===== src/common/lsu_macros.svh =====
/*
  Load/store unit parameters. Depth of the outstanding counter, the
  address width and the fixed protected region of the data side
*/
`ifndef LSU_MACROS_SVH
`define LSU_MACROS_SVH

// Bus transactions that may be granted and still wait for rvalid
`define LSU_DEPTH 2

// Width of data-side byte addresses
`define LSU_ADDR_W 32

// Protected region as inclusive byte bounds on word boundaries
// Any word address from LO to HI faults
`define MPU_PROT_LO 32'h0000_0100
`define MPU_PROT_HI 32'h0000_013c

`endif


===== src/common/lsu_pkg.sv =====
/*
  Load/store unit types. Access kinds issued by the execute stage, the
  result of the protection check and the execute-stage control bits
*/
`default_nettype none

package lsu_pkg;

  // Access kinds, loads first and stores after them
  typedef enum logic [2:0] {
    LB,
    LBU,
    LH,
    LHU,
    LW,
    SB,
    SH,
    SW
  } lsu_op_e;

  // Outcome of the protection check on one bus-level address
  typedef enum logic {
    MPU_OK,
    MPU_FAULT
  } mpu_status_e;

  // Execute-stage controls as seen by the unit
  typedef struct packed {
    logic halt_ex;
    logic kill_ex;
  } ctrl_fsm_t;

endpackage

`default_nettype wire


===== src/common/obi_pkg.sv =====
/*
  Data bus types. The address-phase payload that travels with req and
  the response payload that travels with rvalid
*/
`default_nettype none

package obi_pkg;

  // Address phase, held stable from req until gnt
  typedef struct packed {
    logic [31:0] addr;
    logic        we;
    logic [3:0]  be;
    logic [31:0] wdata;
  } obi_req_t;

  // Response phase, one beat per granted request
  typedef struct packed {
    logic [31:0] rdata;
  } obi_rsp_t;

endpackage

`default_nettype wire


===== src/common/obi_if.sv =====
/*
  OBI-style data bus bundle. Carries the req/gnt address phase and the
  rvalid response phase between the load/store unit and the memory side
*/
`default_nettype none

interface obi_if;
  import obi_pkg::*;

  // Address phase
  logic     req;
  logic     gnt;
  obi_req_t req_payload;

  // Response phase
  logic     rvalid;
  obi_rsp_t rsp_payload;

  // The unit raises req and holds the payload until gnt
  modport manager (
    output req,
    output req_payload,
    input  gnt,
    input  rvalid,
    input  rsp_payload
  );

  // Memory side grants and answers in order
  modport subordinate (
    input  req,
    input  req_payload,
    output gnt,
    output rvalid,
    output rsp_payload
  );

  // Passive view for checkers
  modport monitor (
    input req,
    input req_payload,
    input gnt,
    input rvalid,
    input rsp_payload
  );

endinterface

`default_nettype wire


===== src/hw/lsu/load_store_unit.sv =====
/*
  Data-side load/store unit. Accepts one access at a time from execute,
  drives it onto the data bus in one or two parts, counts bus transactions
  in flight and keeps a two-entry in-order queue that the response path
  drains. Faulting parts never reach the bus
*/
`default_nettype none

`include "lsu_macros.svh"

module load_store_unit (
  input  logic               clk,
  input  logic               rst_n,
  input  logic               valid,
  input  lsu_pkg::lsu_op_e   op,
  input  logic [31:0]        addr,
  input  logic [31:0]        wdata,
  input  lsu_pkg::ctrl_fsm_t ctrl_fsm,
  output logic               ready,
  output logic               busy,
  output logic               resp_valid,
  output logic [31:0]        resp_rdata,
  output logic               resp_err,
  obi_if.manager             bus
);
  import lsu_pkg::*;
  import obi_pkg::*;

  obi_req_t    payload;
  mpu_status_e mpu_status;
  logic        last;
  logic        split;
  logic        accept;
  logic        active_q;
  logic        active_d;
  logic        ready_q;
  logic        ready_d;
  logic        fault_wait_q;
  logic        fault_wait_d;
  logic [1:0]  cnt_q;
  logic [1:0]  cnt_d;
  logic        count_up;
  logic        count_down;
  logic        part_fault;
  logic        first_part;
  logic        split_now;
  logic        access_done;
  logic        advance;
  // Two-entry access queue, one slot per accepted access
  lsu_op_e     q_op [2];
  logic [1:0]  q_offset [2];
  logic        q_split [2];
  logic        q_fault [2];
  logic        q_wr_ptr;
  logic        q_rd_ptr;
  logic        cur_slot_q;
  logic [1:0]  q_cnt_q;
  logic [1:0]  q_cnt_d;
  logic        cur_at_head;
  logic        entry_split;
  logic        entry_fault;
  logic        entry_pop;

  ////////////////////////////////////////////////////////////////////
  // Request side
  ////////////////////////////////////////////////////////////////////

  // A killed or halted offer is simply not taken
  assign accept = valid && ready_q && !ctrl_fsm.halt_ex && !ctrl_fsm.kill_ex;

  lsu_req_split u_req_split (
    .clk     (clk),
    .rst_n   (rst_n),
    .start   (accept),
    .op      (op),
    .addr    (addr),
    .wdata   (wdata),
    .advance (advance),
    .payload (payload),
    .last    (last),
    .split   (split)
  );

  lsu_mpu u_mpu (
    .addr   (payload.addr),
    .status (mpu_status)
  );

  assign part_fault = active_q && (mpu_status == MPU_FAULT);
  assign first_part = !(split && last);
  // Split flag seen by the response path, set only if the first half went out
  assign split_now  = split && !(first_part && part_fault);

  // Counter only falls while req is up, so req cannot drop before gnt
  assign bus.req         = active_q && !part_fault && (cnt_q < 2'(`LSU_DEPTH));
  assign bus.req_payload = payload;

  assign count_up    = bus.req && bus.gnt;
  assign count_down  = bus.rvalid;
  // A fault ends the access at once, so a faulting first half skips the second
  assign access_done = part_fault || (count_up && last);
  assign advance     = count_up && !last;

  assign cnt_d   = cnt_q + {1'b0, count_up} - {1'b0, count_down};
  assign q_cnt_d = q_cnt_q + {1'b0, accept} - {1'b0, entry_pop};

  always_comb begin
    active_d = active_q;
    if (accept) begin
      active_d = 1'b1;
    end else if (access_done) begin
      active_d = 1'b0;
    end
  end

  // Ready stays low until a faulting access has answered
  assign fault_wait_d = (fault_wait_q || (access_done && part_fault)) &&
                        !(entry_pop && entry_fault);
  assign ready_d      = !active_d && !fault_wait_d && (cnt_d < 2'(`LSU_DEPTH)) &&
                        (q_cnt_d != 2'd2);

  assign ready = ready_q;
  assign busy  = (cnt_q != 2'd0) || active_q || (q_cnt_q != 2'd0);

  always_ff @(posedge clk or negedge rst_n) begin
    if (!rst_n) begin
      active_q     <= 1'b0;
      ready_q      <= 1'b0;
      fault_wait_q <= 1'b0;
      cnt_q        <= 2'd0;
      q_cnt_q      <= 2'd0;
      q_wr_ptr     <= 1'b0;
      q_rd_ptr     <= 1'b0;
      cur_slot_q   <= 1'b0;
    end else begin
      active_q     <= active_d;
      ready_q      <= ready_d;
      fault_wait_q <= fault_wait_d;
      cnt_q        <= cnt_d;
      q_cnt_q      <= q_cnt_d;
      if (accept) begin
        q_wr_ptr   <= ~q_wr_ptr;
        cur_slot_q <= q_wr_ptr;
      end
      if (entry_pop) begin
        q_rd_ptr <= ~q_rd_ptr;
      end
    end
  end

  // Split and fault of a slot are final only once its access is done
  always_ff @(posedge clk) begin
    if (accept) begin
      q_op[q_wr_ptr]     <= op;
      q_offset[q_wr_ptr] <= addr[1:0];
    end
    if (access_done) begin
      q_split[cur_slot_q] <= split_now;
      q_fault[cur_slot_q] <= part_fault;
    end
  end

  ////////////////////////////////////////////////////////////////////
  // Response side
  ////////////////////////////////////////////////////////////////////

  // While the access at the head is still on the bus its flags come live
  assign cur_at_head = active_q && (cur_slot_q == q_rd_ptr);
  assign entry_split = cur_at_head ? split_now : q_split[q_rd_ptr];
  assign entry_fault = cur_at_head ? part_fault : q_fault[q_rd_ptr];

  lsu_resp_align u_resp_align (
    .clk          (clk),
    .rst_n        (rst_n),
    .rvalid       (bus.rvalid),
    .rdata        (bus.rsp_payload.rdata),
    .entry_valid  (q_cnt_q != 2'd0),
    .entry_op     (q_op[q_rd_ptr]),
    .entry_offset (q_offset[q_rd_ptr]),
    .entry_split  (entry_split),
    .entry_fault  (entry_fault),
    .entry_pop    (entry_pop),
    .resp_valid   (resp_valid),
    .resp_rdata   (resp_rdata),
    .resp_err     (resp_err)
  );

  ////////////////////////////////////////////////////////////////////
  // Assertions
  ////////////////////////////////////////////////////////////////////

  a_cnt_bound : assert property (@(posedge clk) disable iff (!rst_n)
    cnt_q <= 2'(`LSU_DEPTH));

  a_cnt_no_overflow : assert property (@(posedge clk) disable iff (!rst_n)
    (cnt_q == 2'(`LSU_DEPTH)) |-> (!count_up || count_down));

  a_cnt_no_underflow : assert property (@(posedge clk) disable iff (!rst_n)
    (cnt_q == 2'd0) |=> (cnt_q <= 2'd1));

  a_busy_outstanding : assert property (@(posedge clk) disable iff (!rst_n)
    (cnt_q != 2'd0) |-> busy);

  // The memory side must not answer what was never granted
  a_no_spurious_rvalid : assert property (@(posedge clk) disable iff (!rst_n)
    bus.rvalid |-> (cnt_q != 2'd0));

  a_addr_phase_defined : assert property (@(posedge clk) disable iff (!rst_n)
    bus.req |-> !$isunknown({bus.req_payload.addr, bus.req_payload.we, bus.req_payload.be}));

  // A halted or killed cycle adds nothing to the access queue
  a_halt_kill_no_push : assert property (@(posedge clk) disable iff (!rst_n)
    (ctrl_fsm.halt_ex || ctrl_fsm.kill_ex) |=> (q_cnt_q <= $past(q_cnt_q)));

endmodule

`default_nettype wire


===== src/hw/lsu/lsu_mpu.sv =====
/*
  Data-side protection check. Classifies a bus-level address against one
  fixed word-granular region and flags every word inside it as faulting.
  Purely combinational so the fault is known in the request cycle
*/
`default_nettype none

`include "lsu_macros.svh"

module lsu_mpu (
  input  logic [`LSU_ADDR_W-1:0] addr,
  output lsu_pkg::mpu_status_e   status
);
  import lsu_pkg::*;

  // Region bounds widened to the address width
  localparam logic [`LSU_ADDR_W-1:0] PROT_LO = `MPU_PROT_LO;
  localparam logic [`LSU_ADDR_W-1:0] PROT_HI = `MPU_PROT_HI;

  logic [`LSU_ADDR_W-3:0] word_addr;
  logic                   above_lo;
  logic                   below_hi;

  // Bus addresses are word aligned so the low bits carry no information
  assign word_addr = addr[`LSU_ADDR_W-1:2];

  // Both bounds are inclusive
  assign above_lo = (word_addr >= PROT_LO[`LSU_ADDR_W-1:2]);
  assign below_hi = (word_addr <= PROT_HI[`LSU_ADDR_W-1:2]);

  // A word inside the region is closed to loads and stores alike
  assign status = (above_lo && below_hi) ? MPU_FAULT : MPU_OK;

endmodule

`default_nettype wire


===== src/hw/lsu/lsu_req_split.sv =====
/*
  Request splitter. Latches an accepted access and turns it into one or
  two word-aligned bus requests with byte enables and store data moved
  onto the right byte lanes. A second part exists only when the access
  runs past the end of its word
*/
`default_nettype none

module lsu_req_split (
  input  logic              clk,
  input  logic              rst_n,
  input  logic              start,
  input  lsu_pkg::lsu_op_e  op,
  input  logic [31:0]       addr,
  input  logic [31:0]       wdata,
  input  logic              advance,
  output obi_pkg::obi_req_t payload,
  output logic              last,
  output logic              split
);
  import lsu_pkg::*;

  // Which word of a crossing access is on the bus
  typedef enum logic {
    FIRST,
    SECOND
  } split_state_e;

  split_state_e state_q;
  lsu_op_e      op_q;
  logic [31:0]  addr_q;
  logic [31:0]  wdata_q;
  logic [3:0]   size_mask;
  logic [7:0]   be_wide;
  logic [63:0]  wdata_wide;
  logic [31:0]  word_addr;

  // A new access always begins with its first word
  always_ff @(posedge clk or negedge rst_n) begin
    if (!rst_n) begin
      state_q <= FIRST;
    end else if (start) begin
      state_q <= FIRST;
    end else if (advance) begin
      state_q <= SECOND;
    end
  end

  always_ff @(posedge clk) begin
    if (start) begin
      op_q    <= op;
      addr_q  <= addr;
      wdata_q <= wdata;
    end
  end

  // Byte lanes used by the access before it is shifted to its offset
  always_comb begin
    case (op_q)
      LB, LBU, SB: size_mask = 4'b0001;
      LH, LHU, SH: size_mask = 4'b0011;
      default:     size_mask = 4'b1111;
    endcase
  end

  // Lanes and data over two words, upper half belongs to the next word
  assign be_wide    = {4'b0000, size_mask} << addr_q[1:0];
  assign wdata_wide = {32'h0000_0000, wdata_q} << {addr_q[1:0], 3'b000};
  assign word_addr  = {addr_q[31:2], 2'b00};

  assign split = |be_wide[7:4];
  assign last  = !split || (state_q == SECOND);

  always_comb begin
    payload.we = op_q inside {SB, SH, SW};
    if (state_q == SECOND) begin
      // Remaining bytes sit at the bottom of the following word
      payload.addr  = word_addr + 32'd4;
      payload.be    = be_wide[7:4];
      payload.wdata = wdata_wide[63:32];
    end else begin
      payload.addr  = word_addr;
      payload.be    = be_wide[3:0];
      payload.wdata = wdata_wide[31:0];
    end
  end

endmodule

`default_nettype wire


===== src/hw/lsu/lsu_resp_align.sv =====
/*
  Response path of the load/store unit. Works on the head of the in-order
  access queue, collects one or two bus beats, merges them by byte offset
  and sign- or zero-extends the result. Stores answer with zero data and
  faulting accesses with an error and zero data
*/
`default_nettype none

module lsu_resp_align (
  input  logic             clk,
  input  logic             rst_n,
  input  logic             rvalid,
  input  logic [31:0]      rdata,
  input  logic             entry_valid,
  input  lsu_pkg::lsu_op_e entry_op,
  input  logic [1:0]       entry_offset,
  input  logic             entry_split,
  input  logic             entry_fault,
  output logic             entry_pop,
  output logic             resp_valid,
  output logic [31:0]      resp_rdata,
  output logic             resp_err
);
  import lsu_pkg::*;

  logic        have_first_q;
  logic [31:0] first_q;
  logic        fire;
  logic        stash;
  logic        is_load;
  logic [63:0] merged;
  logic [63:0] shifted;
  logic [31:0] load_data;

  // A faulting entry with split set still owes the beat of its first half
  always_comb begin
    if (entry_fault) begin
      fire = entry_valid && (!entry_split || have_first_q || rvalid);
    end else if (entry_split) begin
      fire = entry_valid && have_first_q && rvalid;
    end else begin
      fire = entry_valid && rvalid;
    end
  end

  // First beat of a clean split access waits here for the second
  assign stash     = entry_valid && rvalid && entry_split && !entry_fault && !have_first_q;
  assign entry_pop = fire;
  assign is_load   = entry_op inside {LB, LBU, LH, LHU, LW};

  // Lower word first, then drop the bytes below the access offset
  assign merged  = entry_split ? {rdata, first_q} : {32'h0000_0000, rdata};
  assign shifted = merged >> {entry_offset, 3'b000};

  always_comb begin
    case (entry_op)
      LB:      load_data = {{24{shifted[7]}}, shifted[7:0]};
      LBU:     load_data = {24'h00_0000, shifted[7:0]};
      LH:      load_data = {{16{shifted[15]}}, shifted[15:0]};
      LHU:     load_data = {16'h0000, shifted[15:0]};
      default: load_data = shifted[31:0];
    endcase
  end

  always_ff @(posedge clk or negedge rst_n) begin
    if (!rst_n) begin
      have_first_q <= 1'b0;
      resp_valid   <= 1'b0;
      resp_err     <= 1'b0;
    end else begin
      resp_valid <= fire;
      if (fire) begin
        resp_err     <= entry_fault;
        have_first_q <= 1'b0;
      end else if (stash) begin
        have_first_q <= 1'b1;
      end
    end
  end

  always_ff @(posedge clk) begin
    if (stash) begin
      first_q <= rdata;
    end
    if (fire) begin
      resp_rdata <= (entry_fault || !is_load) ? 32'h0000_0000 : load_data;
    end
  end

endmodule

`default_nettype wire


===== src/hw/lsu_subsys.sv =====
/*
  Load/store subsystem top. Connects the load/store unit to plain data bus
  ports through the bus bundle and packs the execute-stage controls
*/
`default_nettype none

module lsu_subsys (
  input  logic             clk,
  input  logic             rst_n,
  input  logic             valid,
  input  lsu_pkg::lsu_op_e op,
  input  logic [31:0]      addr,
  input  logic [31:0]      wdata,
  input  logic             halt_ex,
  input  logic             kill_ex,
  output logic             ready,
  output logic             busy,
  output logic             resp_valid,
  output logic [31:0]      resp_rdata,
  output logic             resp_err,
  output logic             obi_req,
  input  logic             obi_gnt,
  output logic [31:0]      obi_addr,
  output logic             obi_we,
  output logic [3:0]       obi_be,
  output logic [31:0]      obi_wdata,
  input  logic             obi_rvalid,
  input  logic [31:0]      obi_rdata
);
  import lsu_pkg::*;

  ctrl_fsm_t ctrl_fsm;

  obi_if bus_if ();

  assign ctrl_fsm.halt_ex = halt_ex;
  assign ctrl_fsm.kill_ex = kill_ex;

  // Address phase out to the memory side
  assign obi_req   = bus_if.req;
  assign obi_addr  = bus_if.req_payload.addr;
  assign obi_we    = bus_if.req_payload.we;
  assign obi_be    = bus_if.req_payload.be;
  assign obi_wdata = bus_if.req_payload.wdata;

  // Grant and response back from it
  assign bus_if.gnt               = obi_gnt;
  assign bus_if.rvalid            = obi_rvalid;
  assign bus_if.rsp_payload.rdata = obi_rdata;

  load_store_unit u_lsu (
    .clk        (clk),
    .rst_n      (rst_n),
    .valid      (valid),
    .op         (op),
    .addr       (addr),
    .wdata      (wdata),
    .ctrl_fsm   (ctrl_fsm),
    .ready      (ready),
    .busy       (busy),
    .resp_valid (resp_valid),
    .resp_rdata (resp_rdata),
    .resp_err   (resp_err),
    .bus        (bus_if.manager)
  );

endmodule

`default_nettype wire

===== config.mk =====
export PLATFORM = sky130hd
export DESIGN_NAME = lsu_subsys
export DESIGN_NICKNAME = d
export VERILOG_FILES = /design/src/common/lsu_pkg.sv /design/src/common/obi_pkg.sv /design/src/common/obi_if.sv /design/src/hw/lsu/load_store_unit.sv /design/src/hw/lsu/lsu_mpu.sv /design/src/hw/lsu/lsu_req_split.sv /design/src/hw/lsu/lsu_resp_align.sv /design/src/hw/lsu_subsys.sv
export VERILOG_INCLUDE_DIRS = /design/src /design/src/common
export SDC_FILE = /design/constraint.sdc
export NUM_CORES = 1
export LEC_CHECK = 0
export BUFFER_PORTS_ARGS = -buffer_cell sky130_fd_sc_hd__buf_2
export CORE_ASPECT_RATIO = 0.75
export CORE_UTILIZATION = 49
export DETAILED_ROUTE_END_ITERATION = 12
export GPL_ROUTABILITY_DRIVEN = 0
export HOLD_SLACK_MARGIN = 0.02
export PLACE_DENSITY = 0.77
export SLEW_MARGIN = 20
export SYNTH_ARGS = -nofsm -noshare
export SYNTH_HDL_FRONTEND = slang
export SYNTH_SLANG_ARGS = --single-unit

===== constraint.sdc =====
create_clock -name clk -period 6.1 [get_ports clk]
set_clock_uncertainty 0.15 [all_clocks]
set_input_delay 0.915 -clock clk [delete_from_list [all_inputs] [get_ports clk]]
set_output_delay 0.915 -clock clk [all_outputs]
set_load 0.02 [all_outputs]

Word level (Yosys, flattened, before mapping)
Memory sizes are Yosys's and may differ from the RTL's.
Index checks and enable logic that the tools add are counted.
{"block": "word_totals", "regBits": 145, "ram_bits": 14, "in_bits": 106, "elab_cells": 127, "memories": 4}
{"block": "op_classes", "n_addsub": 5, "magnitude_cmp": 4, "n_eq_ne": 12, "shifts": 3, "n_mux": 20, "bitwise": 2, "reduce_logical": 60}
{"name": "u_lsu.q_op", "depth": 2, "width": 3, "read_ports": 1, "rd_ports_with_merged_regs": 0, "write_ports": 1, "line_no": "load_store_unit.sv:50", "text": "lsu_op_e q_op [2];"}
{"name": "u_lsu.q_offset", "depth": 2, "width": 2, "read_ports": 1, "rd_ports_with_merged_regs": 0, "write_ports": 1, "line_no": "load_store_unit.sv:51", "text": "logic [1:0] q_offset [2];"}
{"name": "u_lsu.q_fault", "depth": 2, "width": 1, "read_ports": 1, "rd_ports_with_merged_regs": 0, "write_ports": 1, "line_no": "load_store_unit.sv:53", "text": "logic q_fault [2];"}
{"name": "u_lsu.q_split", "depth": 2, "width": 1, "read_ports": 1, "rd_ports_with_merged_regs": 0, "write_ports": 1, "line_no": "load_store_unit.sv:52", "text": "logic q_split [2];"}
{"operator": "32-bit case mux with 4 select lines", "n": 1}
{"operator": "64-bit 2-to-1 mux", "n": 1}
{"operator": "32-bit by 5-bit << shifter with 64-bit output", "n": 1}
{"operator": "64-bit by 5-bit >> shifter with 32-bit output", "n": 1}
{"operator": "36-bit 2-to-1 mux", "n": 1}
{"operator": "32-bit by 3-bit adder with 32-bit output (second input constant)", "n": 1}
{"operator": "32-bit 2-to-1 mux", "n": 1}
{"operator": "30-bit by 7-bit greater-or-equal comparator with 1-bit output (second input constant)", "n": 1}
{"operator": "30-bit by 7-bit less-or-equal comparator with 1-bit output (second input constant)", "n": 1}
{"operator": "1-bit logical AND", "n": 27}
{"operator": "1-bit 2-to-1 mux", "n": 15}
{"operator": "1-bit zero test", "n": 14}
{"operator": "3-bit by 2-bit == test with 1-bit output (second input constant)", "n": 4}
{"operator": "3-bit == test (second input constant)", "n": 4}
{"operator": "1-bit logical OR", "n": 8}
{"operator": "4-bit case mux with 2 select lines", "n": 1}
{"operator": "2-bit nonzero test", "n": 4}
{"operator": "4-bit by 2-bit << shifter with 8-bit output", "n": 1}
{"operator": "3-bit by 1-bit == test with 1-bit output (second input constant)", "n": 2}
{"operator": "3-bit zero test", "n": 2}
{"operator": "3-bit OR reduction", "n": 2}
{"operator": "5-bit nonzero test", "n": 1}
{"operator": "2-bit by 1-bit adder with 2-bit output", "n": 2}
{"operator": "2-bit < comparator (second input constant)", "n": 2}
{"operator": "6 further kinds", "n": 8}

Longest topological paths before layout
Gate-level depths: netlist of the first run.
{"block": "logic_depth", "word_depth": 25, "mapped_depth": 18}

Cells and area by module
Synthesis of the first run repeated with hierarchy kept, for this count alone.
{"block": "unflattened", "cells_unflattened": 651, "area_unflattened_um2": 8339.2}
{"module": "lsu_resp_align", "instances": 1, "cells_per_inst": 276, "area_each_um2": 3636.0, "seq_area_each_um2": 1996.9}
{"module": "lsu_req_split", "instances": 1, "cells_per_inst": 283, "area_each_um2": 3528.4, "seq_area_each_um2": 2037.0}
{"module": "load_store_unit", "instances": 1, "cells_per_inst": 80, "area_each_um2": 1081.0, "seq_area_each_um2": 670.6}
{"module": "lsu_mpu", "instances": 1, "cells_per_inst": 12, "area_each_um2": 93.8, "seq_area_each_um2": 0.0}

Worst setup path before layout of the first run
OpenSTA, ideal clock, no wires.
{"block": "synth_timing", "path_type": "register to register", "startpoint": "reg u_lsu.u_req_split.addr_q[2]", "endpoint": "reg u_lsu.u_resp_align.first_q[0] (enable)", "t_arrival_ns": 5.722, "setup_slack_ns": -0.277, "path_stages_with_launch": 13, "n_path_buf": 3, "period_less_slack_ns": 6.377, "cell_sequence": "edfxtp_1 > ha_1 > nand4_2 > or2_1 > buf_2 > or4_4 > mux2i_1 > nand4_1 > or4_1 > buf_4 > nand2_4 > buf_2 > nor4_1"}
{"block": "synth_between", "elab_chain_len": 13}
{"element": "start, declared", "line_no": "lsu_req_split.sv:31", "text": "logic [31:0] addr_q;"}
{"element": "start signal, assigned", "line_no": "lsu_req_split.sv:52", "text": "addr_q <= addr;"}
{"element": "32-bit by 3-bit adder with 32-bit output", "line_no": "lsu_req_split.sv:78", "text": "payload.addr = word_addr + 32'd4;"}
{"element": "32-bit 2-to-1 mux *", "line_no": "lsu_req_split.sv:76", "text": "if (state_q == SECOND) begin"}
{"element": "30-bit by 7-bit greater-or-equal comparator with 1-bit output or 30-bit by 7-bit less-or-equal comparator with 1-bit output (tied branches)", "line_no": "lsu_mpu.sv:28, lsu_mpu.sv:29"}
{"element": "1-bit logical AND *", "line_no": "lsu_mpu.sv:32", "text": "assign status = (above_lo && below_hi) ? MPU_FAULT : MPU_OK;"}
{"element": "1-bit 2-to-1 mux *", "line_no": "lsu_mpu.sv:32"}
{"element": "1-bit logical AND *", "line_no": "load_store_unit.sv:89", "text": "assign part_fault = active_q && (mpu_status == MPU_FAULT);"}
{"element": "1-bit logical AND", "line_no": "load_store_unit.sv:92", "text": "assign split_now = split && !(first_part && part_fault);"}
{"element": "1-bit zero test", "line_no": "load_store_unit.sv:92"}
{"element": "1-bit logical AND", "line_no": "load_store_unit.sv:92"}
{"element": "1-bit 2-to-1 mux", "line_no": "load_store_unit.sv:169", "text": "assign entry_split = cur_at_head ? split_now : q_split[q_rd_ptr];"}
{"element": "1-bit logical AND", "line_no": "lsu_resp_align.sv:47", "text": "assign stash = entry_valid && rvalid && entry_split && !entry_fault && !have_first_q;"}
{"element": "1-bit logical AND * (2 in series)", "line_no": "lsu_resp_align.sv:47"}
{"element": "named net u_lsu.u_resp_align.stash", "line_no": "lsu_resp_align.sv:29", "text": "logic stash;"}
{"element": "end signal, assigned", "line_no": "lsu_resp_align.sv:83", "text": "first_q <= rdata;"}
{"element": "end, declared", "line_no": "lsu_resp_align.sv:27", "text": "logic [31:0] first_q;"}
Mark *: on every way through the listed nets, which the timed path passes. The rest lies on a longest branch.
A chain may end at the register's enable or synchronous reset.

Worst setup path after layout of the first run
{"block": "layout_timing", "startpoint": "reg u_lsu.u_req_split.addr_q[2]", "endpoint": "reg u_lsu.ready_q, in the netlist u_lsu.ready"}
{"element": "32-bit by 3-bit adder with 32-bit output", "line_no": "lsu_req_split.sv:78"}
{"element": "32-bit 2-to-1 mux *", "line_no": "lsu_req_split.sv:76"}
{"element": "30-bit by 7-bit greater-or-equal comparator with 1-bit output or 30-bit by 7-bit less-or-equal comparator with 1-bit output (tied branches)", "line_no": "lsu_mpu.sv:28, lsu_mpu.sv:29"}
{"element": "1-bit logical AND *", "line_no": "lsu_mpu.sv:32"}
{"element": "1-bit 2-to-1 mux *", "line_no": "lsu_mpu.sv:32"}
{"element": "1-bit logical AND *", "line_no": "load_store_unit.sv:89"}
{"element": "1-bit logical AND", "line_no": "load_store_unit.sv:92"}
{"element": "1-bit zero test", "line_no": "load_store_unit.sv:92"}
{"element": "[5 not listed]"}
{"element": "1-bit logical AND", "line_no": "lsu_resp_align.sv:38", "text": "fire = entry_valid && (!entry_split || have_first_q || rvalid);"}
{"element": "1-bit 2-to-1 mux *", "line_no": "lsu_resp_align.sv:37", "text": "if (entry_fault) begin"}
{"element": "named net u_lsu.entry_pop", "line_no": "load_store_unit.sv:62", "text": "logic entry_pop;"}
{"element": "2-bit by 1-bit subtractor with 2-bit output *", "line_no": "load_store_unit.sv:105", "text": "assign q_cnt_d = q_cnt_q + {1'b0, accept} - {1'b0, entry_pop};"}
{"element": "named net u_lsu.q_cnt_d[1]", "line_no": "load_store_unit.sv:58", "text": "logic [1:0] q_cnt_d;"}
{"element": "2-bit inequality test *", "line_no": "load_store_unit.sv:120", "text": "(q_cnt_d != 2'd2);"}
{"element": "1-bit logical AND *", "line_no": "load_store_unit.sv:119", "text": "assign ready_d = !active_d && !fault_wait_d && (cnt_d < 2'(`LSU_DEPTH)) &&"}
{"element": "named net u_lsu.ready_d", "line_no": "load_store_unit.sv:37", "text": "logic ready_d;"}
{"element": "end signal, assigned", "line_no": "load_store_unit.sv:137", "text": "ready_q <= ready_d;"}
{"element": "end, declared", "line_no": "load_store_unit.sv:36", "text": "logic ready_q;"}
Marked as above.

==> impl_metrics.env, run 1 <==
export IMPL_result_of_the_run="finished clean"
export IMPL_startpoint_type="register"
export IMPL_synth_main_ff_cell="sky130_fd_sc_hd__edfxtp_1"
export IMPL_cp_slowest_cell="sky130_fd_sc_hd__or4_1"
export IMPL_maximum_number_of_pins_on_one_net_before_global_route_repair=58
export IMPL_yosys_mux_area_fraction_pct=6.97
export IMPL_fin_tns_setup_ps=0
export IMPL_route_detailed_wl_per_inst_um=18.5
export IMPL_path_cells="ha_1, nand4_2, or2_1, or4_4, mux2i_1, nand4_1, or4_1, nand2_4, o21ai_0, a21boi_4, ha_1, inv_1, ha_1, xnor2_1, xnor2_1, a2111oi_2"
export IMPL_final_hold_viol_count=0
export IMPL_synth_top_area_cell="sky130_fd_sc_hd__edfxtp_1"
export IMPL_detailroute_via_count=7537
export IMPL_synth_fa_ha_area_share_pct=0.696
export IMPL_floorplan_rows=42
export IMPL_yosys_register_bits=159
export IMPL_clock_root_buffer="sky130_fd_sc_hd__clkbuf_16"
export IMPL_first_global_vias=6869
export IMPL_congestion_overflow_gr=0
export IMPL_cts_hold_buffers_added=0
export IMPL_detailedPlacementHpwl_um=17300
export IMPL_floorplan_die_width_um=158
export IMPL_slowest_delay_ps=800
export IMPL_peakVddDrop_mv=0.177
export IMPL_ys_async_sr_fraction_pct=8.81
export IMPL_clock_tree_buffer_depth=2
export IMPL_required_ps=6260
export IMPL_numPortBuffers=209
export IMPL_place_area_um2=10200
export IMPL_drv_slew=0
export IMPL_synth_warning_count=0
export IMPL_synth_top_cell_area_share_pct=48.4
export IMPL_synth_top_family_by_area="simple AND/OR/NAND/NOR gates"
export IMPL_report_final_setup_viol=0
export IMPL_timing_final_crit_share_pct=87.8
export IMPL_cell_count_after_synthesis=838
export IMPL_die_height_um=119
export IMPL_ioPinCount=212
export IMPL_drt_antenna_violating_nets=0
export IMPL_areaGrowthSynthToFinish_pct=20.2
export IMPL_fmax_ghz=0.187
export IMPL_post_synth_and_or_nand_nor_area_fraction_pct=17.6
export IMPL_drc_errors=0
export IMPL_drt_iter0_drc=860
export IMPL_maxCapViolCount=0
export IMPL_tritoncts="yes"
export IMPL_post_route_min_period_ps=5360
export IMPL_global_route_wire_length_before_repair_um=37000
export IMPL_hp_class="primary input to asynchronous set/reset pin"
export IMPL_syn_area_per_cell_um2=10.7
export IMPL_xor_and_xnor_fraction_of_the_mapped_netlist_area_pct=3.80
export IMPL_htree_num_levels=4
export IMPL_tightest_slew_ps=927
export IMPL_tritonroute_pass_1_iters=5
export IMPL_fraction_of_final_layout_cells_sized_beyond_drive_strength_1_pct=27.9
export IMPL_power_leakage_nw=4.27
export IMPL_clk_pin_slew_ps=70
export IMPL_die_area_um2=18900
export IMPL_setup_worst_path_class="register to register"
export IMPL_clock_insertion_delay_worst_skew_ps=430
export IMPL_detail_route_vias_per_cell=5.88
export IMPL_worstPathMaxFanout=35
export IMPL_finalNetCount=1136
export IMPL_path_buf_inv=1
export IMPL_cpLargestDelayFamily="simple AND/OR/NAND/NOR gates"
export IMPL_postCtsResizedCells=0
export IMPL_globalRouteTotalUtil_pct=25.8
export IMPL_synth_compound_gate_area_share_pct=15.3
export IMPL_maxSlewHeadroom_pct=38.2
export IMPL_grt_antenna_before_repair=4
export IMPL_worst_ep_arrival_time_ps=5520
export IMPL_post_cts_setup_buffer_count=0
export IMPL_design_area_um2=10800
export IMPL_worstSetupEndpointType="register"
export IMPL_synth_enable_flop_cells=145
export IMPL_core_region_area_um2=17800
export IMPL_unrepaired_setup_endpoints_after_global_routing="false"
export IMPL_synth_area_top_cells="sky130_fd_sc_hd__edfxtp_1 48%, sky130_fd_sc_hd__mux2i_1 5.3%, sky130_fd_sc_hd__nand2_1 4.0%"
export IMPL_synth_sequential_area_ratio_pct=52.3
export IMPL_initial_core_util_pct=50.5
export IMPL_cts_sinks=159
export IMPL_distinct_cells_synth=72
export IMPL_mappedNetlistArea_um2=8990
export IMPL_powerDensity_nw_per_um2=217
export IMPL_timing_critical_path_mode_cell="sky130_fd_sc_hd__ha_1"
export IMPL_postRouteWirelength_um=23800
export IMPL_cts_buffers_inserted=17
kinds of logic (layout without fill, tap and decap cells):
family / count (synthesis) / count (layout)
AO/OA/AOI/OAI: 196 / 196
flip-flops: 159 / 159
adder cells (fa/ha/maj): 5 / 5
AND/OR/NAND/NOR: 311 / 311
multiplexers: 61 / 61
buffers and inverters: 66 / 265
other: 1 / 4
XOR/XNOR: 39 / 39
worst register-to-register path, stage by stage (launching register included):
cell	delay, ps
sky130_fd_sc_hd__edfxtp_1	450
sky130_fd_sc_hd__ha_1	230
sky130_fd_sc_hd__nand4_2	250
sky130_fd_sc_hd__or2_1	400
sky130_fd_sc_hd__or4_4	570
sky130_fd_sc_hd__mux2i_1	240
sky130_fd_sc_hd__nand4_1	210
sky130_fd_sc_hd__or4_1	800
sky130_fd_sc_hd__nand2_4	410
sky130_fd_sc_hd__o21ai_0	220
sky130_fd_sc_hd__a21boi_4	200
sky130_fd_sc_hd__ha_1	240
sky130_fd_sc_hd__inv_1	60
sky130_fd_sc_hd__ha_1	160
sky130_fd_sc_hd__xnor2_1	130
sky130_fd_sc_hd__xnor2_1	120
sky130_fd_sc_hd__a2111oi_2	380
registers in the layout (all words and copies together), names as in the netlist, 3 cells and up:
signal,cells
u_lsu.q_offset,4
u_lsu.u_req_split.addr_q,32
u_lsu.u_resp_align.resp_rdata,32
u_lsu.u_req_split.wdata_q,32
u_lsu.u_req_split.op_q,3
u_lsu.q_op,6
u_lsu.u_resp_align.first_q,32
cell usage in the layout, fill, tap and decap left out, types with 7 or more instances in the layout:
cell type / count
sky130_fd_sc_hd__a211oi_1: 17
sky130_fd_sc_hd__a21boi_0: 7
sky130_fd_sc_hd__a21o_1: 12
sky130_fd_sc_hd__a21oi_1: 34
sky130_fd_sc_hd__a22o_1: 9
sky130_fd_sc_hd__and3_1: 14
sky130_fd_sc_hd__buf_2: 209
sky130_fd_sc_hd__buf_4: 11
sky130_fd_sc_hd__clkbuf_16: 17
sky130_fd_sc_hd__dfrtp_1: 14
sky130_fd_sc_hd__edfxtp_1: 145
sky130_fd_sc_hd__inv_1: 11
sky130_fd_sc_hd__inv_6: 7
sky130_fd_sc_hd__mux2_2: 11
sky130_fd_sc_hd__mux2i_1: 46
sky130_fd_sc_hd__nand2_1: 96
sky130_fd_sc_hd__nand2b_1: 22
sky130_fd_sc_hd__nand3_1: 55
sky130_fd_sc_hd__nand4_1: 7
sky130_fd_sc_hd__nor2_1: 43
sky130_fd_sc_hd__nor3_1: 18
sky130_fd_sc_hd__nor4_1: 10
sky130_fd_sc_hd__o211ai_1: 19
sky130_fd_sc_hd__o21ai_0: 35
sky130_fd_sc_hd__o221ai_1: 8
sky130_fd_sc_hd__o22ai_1: 9
sky130_fd_sc_hd__o31ai_1: 9
sky130_fd_sc_hd__xnor2_1: 30
sky130_fd_sc_hd__xor2_1: 9
power breakdown:
part           total, W  switching, W  leakage, nW  internal (W)
Sequential      0.00120    0.00000462         1.49       0.00119
Combinational  0.000103     0.0000573         2.50     0.0000454
Clock           0.00105      0.000471        0.278      0.000577
path summary, 6_finish.rpt:
path	startpoint	to	slack (ps)	cells past startpoint
max	u_lsu.u_req_split.addr_q[2]	u_lsu.ready	740	16
min	rst_n	u_lsu.cnt_q[0]	240	1
max reg2reg	u_lsu.u_req_split.addr_q[2]	u_lsu.ready	740	16
min reg2reg	u_lsu.q_wr_ptr	u_lsu.q_wr_ptr	340	1
max in group asynchronous	rst_n	u_lsu.ready	5310	1
min in group clk	u_lsu.q_wr_ptr	u_lsu.q_wr_ptr	340	1
cells in the mapped netlist (6+ instances only):
cell / instances
sky130_fd_sc_hd__nand3_1: 55
sky130_fd_sc_hd__nor4_1: 11
sky130_fd_sc_hd__a22o_1: 9
sky130_fd_sc_hd__a211oi_1: 17
sky130_fd_sc_hd__and3_1: 14
sky130_fd_sc_hd__a21oi_1: 34
sky130_fd_sc_hd__nor3_1: 18
sky130_fd_sc_hd__inv_1: 12
sky130_fd_sc_hd__mux2i_1: 48
sky130_fd_sc_hd__clkbuf_1: 32
sky130_fd_sc_hd__xnor2_1: 30
sky130_fd_sc_hd__nand2_1: 96
sky130_fd_sc_hd__o22ai_1: 9
sky130_fd_sc_hd__a21o_1: 12
sky130_fd_sc_hd__xor2_1: 9
sky130_fd_sc_hd__a21boi_0: 7
sky130_fd_sc_hd__edfxtp_1: 145
sky130_fd_sc_hd__mux2_2: 11
sky130_fd_sc_hd__dfrtp_1: 14
sky130_fd_sc_hd__nand4_1: 7
sky130_fd_sc_hd__o211ai_1: 19
sky130_fd_sc_hd__nand2b_1: 22
sky130_fd_sc_hd__nor2_1: 43
sky130_fd_sc_hd__o31ai_1: 9
sky130_fd_sc_hd__buf_2: 11
sky130_fd_sc_hd__o221ai_1: 8
sky130_fd_sc_hd__or2_2: 6
sky130_fd_sc_hd__or3_1: 6
sky130_fd_sc_hd__o21ai_0: 35
per-layer routing:
metal | track usage, % | vias up | part of all wire, %
met2 | 34.2 | 407 | 41
met1 | 40.1 | 3546 | 47
met3 | 7.64 | 27 | 10
met4 | 7.15 | 2 | 1.4
met5 | 0 | - | 0.055
li1 | - | 3555 | -
final cells by class:
cell class / count / area [µm²]
Fill cell: 1493 / 7000
Clock buffer: 18 / 429
Timing Repair Buffer: 221 / 1140
Multi-Input combinational cell: 614 / 4040
Antenna cell: 2 / 5.00
Inverter: 12 / 45.0
Clock inverter: 14 / 148
Sequential cell: 159 / 4700
Tap cell: 242 / 303
stage by stage:
step                utilization, %  setup WS (ps)  cells  total power (W)  hold slack [ps]
finish                        60.7            742   1282          0.00235              236
global placement              57.3           1000   1247          0.00132              327
CTS                           60.6            780   1279          0.00236              232
floorplan                        -            639    839          0.00126              310
detailed placement            57.3            818   1247          0.00132              337
global route                  60.7            472   1282          0.00242              254
Note: power is estimated with default switching activity, not from simulation.
==> run 2, diff against run 1 <==
==> constraint.sdc (replaced) <==
create_clock -name clk -period 6.1 [get_ports clk]
set_clock_uncertainty 0.15 [all_clocks]
set_input_delay 0.61 -clock clk [delete_from_list [all_inputs] [get_ports clk]]
set_output_delay 0.61 -clock clk [all_outputs]
set_load 0.02 [all_outputs]
==> run 2 against run 1 <==
Critical path depth is the same. Design area rose by 0.24%. Hold slack worse by 38 ps. Die area unchanged. First-iteration DRC count shrank 4.0%. Sequential power hardly changed. Clock power hardly changed. Non-clock buffer count grew 1. Largest power group unchanged.
==> impl_metrics.env, run 2 (same netlist as run 1, synthesis figures left out) <==
export IMPL_result_of_the_run="finished clean"
export IMPL_clock_tree_buffer_depth=2
export IMPL_startpoint_type="register"
export IMPL_detailedPlace_worstSlack_ps=903
export IMPL_cts_buffers_inserted=17
export IMPL_initial_core_util_pct=50.5
export IMPL_required_ps=6270
export IMPL_maxSlewHeadroom_pct=36.8
export IMPL_place_area_um2=10200
export IMPL_cpLargestDelayFamily="simple AND/OR/NAND/NOR gates"
export IMPL_hp_class="primary input to register"
export IMPL_worstPathMaxFanout=35
export IMPL_floorplan_die_width_um=158
export IMPL_post_route_min_period_ps=5280
export IMPL_power_leakage_nw=4.29
export IMPL_first_global_vias=6817
export IMPL_design_area_um2=10800
export IMPL_htree_num_levels=4
export IMPL_drv_slew=0
export IMPL_worstSetupEndpointType="register"
export IMPL_setup_worst_path_class="register to register"
export IMPL_p_total_w=0.00235
export IMPL_detail_route_vias_per_cell=5.91
export IMPL_fin_util_pct=60.8
export IMPL_r2r_cells=16
export IMPL_unrepaired_setup_endpoints_after_global_routing="false"
export IMPL_timing_critical_path_mode_cell="sky130_fd_sc_hd__ha_1"
export IMPL_drc_errors=0
export IMPL_drt_antenna_violating_nets=0
export IMPL_r2r_start="u_lsu.u_req_split.addr_q[2]"
export IMPL_tritonroute_pass_1_iters=7
export IMPL_clock_root_buffer="sky130_fd_sc_hd__clkbuf_16"
export IMPL_postRouteWirelength_um=23900
export IMPL_floorplan_rows=42
export IMPL_fmax_ghz=0.189
export IMPL_postCtsResizedCells=0
export IMPL_ff2ff_setup_slack_ps=820
export IMPL_peakVddDrop_mv=0.108
export IMPL_powerDensity_nw_per_um2=217
export IMPL_report_final_setup_viol=0
export IMPL_fraction_of_final_layout_cells_sized_beyond_drive_strength_1_pct=27.9
export IMPL_die_area_um2=18900
export IMPL_areaGrowthSynthToFinish_pct=20.5
export IMPL_clock_insertion_delay_worst_skew_ps=430
export IMPL_maxCapViolCount=0
export IMPL_drt_iter0_drc=826
export IMPL_globalRouteTotalUtil_pct=25.5
export IMPL_clk_pin_slew_ps=70
export IMPL_detailroute_via_count=7584
export IMPL_filler_cell_count=1505
export IMPL_min_to="u_lsu.u_req_split.wdata_q[18]"
export IMPL_global_route_wire_length_before_repair_um=36300
export IMPL_die_height_um=119
export IMPL_layout_setup_ws_ps=821
export IMPL_path_cells="ha_1, nand4_2, or2_1, or4_4, mux2i_1, nand4_1, or4_1, nand2_4, o21ai_0, a21boi_4, ha_1, inv_1, ha_1, xnor2_1, xnor2_1, a2111oi_2"
export IMPL_congestion_overflow_gr=0
export IMPL_post_cts_setup_buffer_count=0
export IMPL_min_path_cells=1
export IMPL_numPortBuffers=209
export IMPL_finalNetCount=1137
export IMPL_fin_tns_setup_ps=0
export IMPL_hp_start="wdata[18]"
export IMPL_tritoncts="yes"
export IMPL_final_hold_viol_count=0
export IMPL_core_region_area_um2=17800
export IMPL_cts_sinks=159
export IMPL_detailedPlacementHpwl_um=17300
export IMPL_final_common_cell="sky130_fd_sc_hd__buf_2"
export IMPL_worst_ep_arrival_time_ps=5450
export IMPL_maximum_number_of_pins_on_one_net_before_global_route_repair=70
export IMPL_ioPinCount=212
export IMPL_path_buf_inv=1
export IMPL_reg2reg_to="u_lsu.ready"
export IMPL_slowest_delay_ps=800
export IMPL_route_detailed_wl_per_inst_um=18.6
export IMPL_cp_slowest_cell="sky130_fd_sc_hd__or4_1"
export IMPL_grt_antenna_before_repair=4
export IMPL_tightest_slew_ps=948
export IMPL_timing_final_crit_share_pct=86.5
export IMPL_most_used_cells_in_the_layout_excluding_fill_and_tap_cells="209 x sky130_fd_sc_hd__buf_2, 145 x sky130_fd_sc_hd__edfxtp_1, 96 x sky130_fd_sc_hd__nand2_1"
[run 2: cell types whose count changed in the layout (fill, tap and decap cells not counted), sizes merged]
cell	delta
clkinvlp	-1
dlygate4sd3	+1
inv	-1
clkinv	+2
[run 2: cell type report]
class                   count  area (µm²)  area share [%]
diodes                      2        5.00          0.0462
well taps                 242         303            2.79
repair buffers            222        1170            10.8
flip-flops and latches    159        4700            43.4
inverters                  12        45.0           0.416
clock buffers              18         429            3.96
multi-input cells         614        4040            37.2
clock inverters            14         151            1.40
[run 2: metrics by stage]
step | hold WS [ps] | cells
6_report | 198 | 1283
5_1_grt | 175 | 1283
4_1_cts | 181 | 1280
3_5_place_dp | 334 | 1247
3_3_place_gp | 328 | 1247
2_1_floorplan | 164 | 839
[run 2: layer usage]
layer	vias up	global-route usage, %	wire, µm
met4	2	8.11	332
met1	3599	37.8	11000
li1	3558	-	-
met3	29	8.37	2570
met5	-	0	13
met2	396	34.6	10000
[run 2: what timing repair did]
| item | in CTS | in global routing |
|---|---|---|
| hold buffers | 1 | 0 |
| setup endpoints to repair | 0 | 0 |
| hold endpoints to repair | 14 | 0 |
[run 2: worst register-to-register path: stages, from the launching register on]
cell,delay (ps)
sky130_fd_sc_hd__edfxtp_1,460
sky130_fd_sc_hd__ha_1,220
sky130_fd_sc_hd__nand4_2,260
sky130_fd_sc_hd__or2_1,400
sky130_fd_sc_hd__or4_4,560
sky130_fd_sc_hd__mux2i_1,220
sky130_fd_sc_hd__nand4_1,200
sky130_fd_sc_hd__or4_1,800
sky130_fd_sc_hd__nand2_4,420
sky130_fd_sc_hd__o21ai_0,210
sky130_fd_sc_hd__a21boi_4,200
sky130_fd_sc_hd__ha_1,240
sky130_fd_sc_hd__inv_1,60
sky130_fd_sc_hd__ha_1,150
sky130_fd_sc_hd__xnor2_1,130
sky130_fd_sc_hd__xnor2_1,110
sky130_fd_sc_hd__a2111oi_2,360
[run 2: how the worst max path moves through the flow]
| stage | start | depth (start not counted) | to |
|---|---|---|---|
| 2_1_floorplan | u_lsu.u_req_split.addr_q[2] | 18 | u_lsu.ready |
| 3_3_place_gp | u_lsu.u_req_split.addr_q[2] | 16 | u_lsu.ready |
| 3_5_place_dp | u_lsu.u_req_split.addr_q[2] | 16 | u_lsu.ready |
| 4_1_cts | u_lsu.u_req_split.addr_q[2] | 16 | u_lsu.ready |
| 5_1_grt | u_lsu.u_req_split.addr_q[2] | 16 | u_lsu.ready |
| 6_report | u_lsu.u_req_split.addr_q[2] | 16 | u_lsu.ready |
[run 2: power by group]
part	switching, W	internal, W	total [W]	leakage [nW]
Combinational	0.0000571	0.0000455	0.000103	2.51
Sequential	0.00000498	0.00119	0.00120	1.49
Clock	0.000472	0.000578	0.00105	0.283
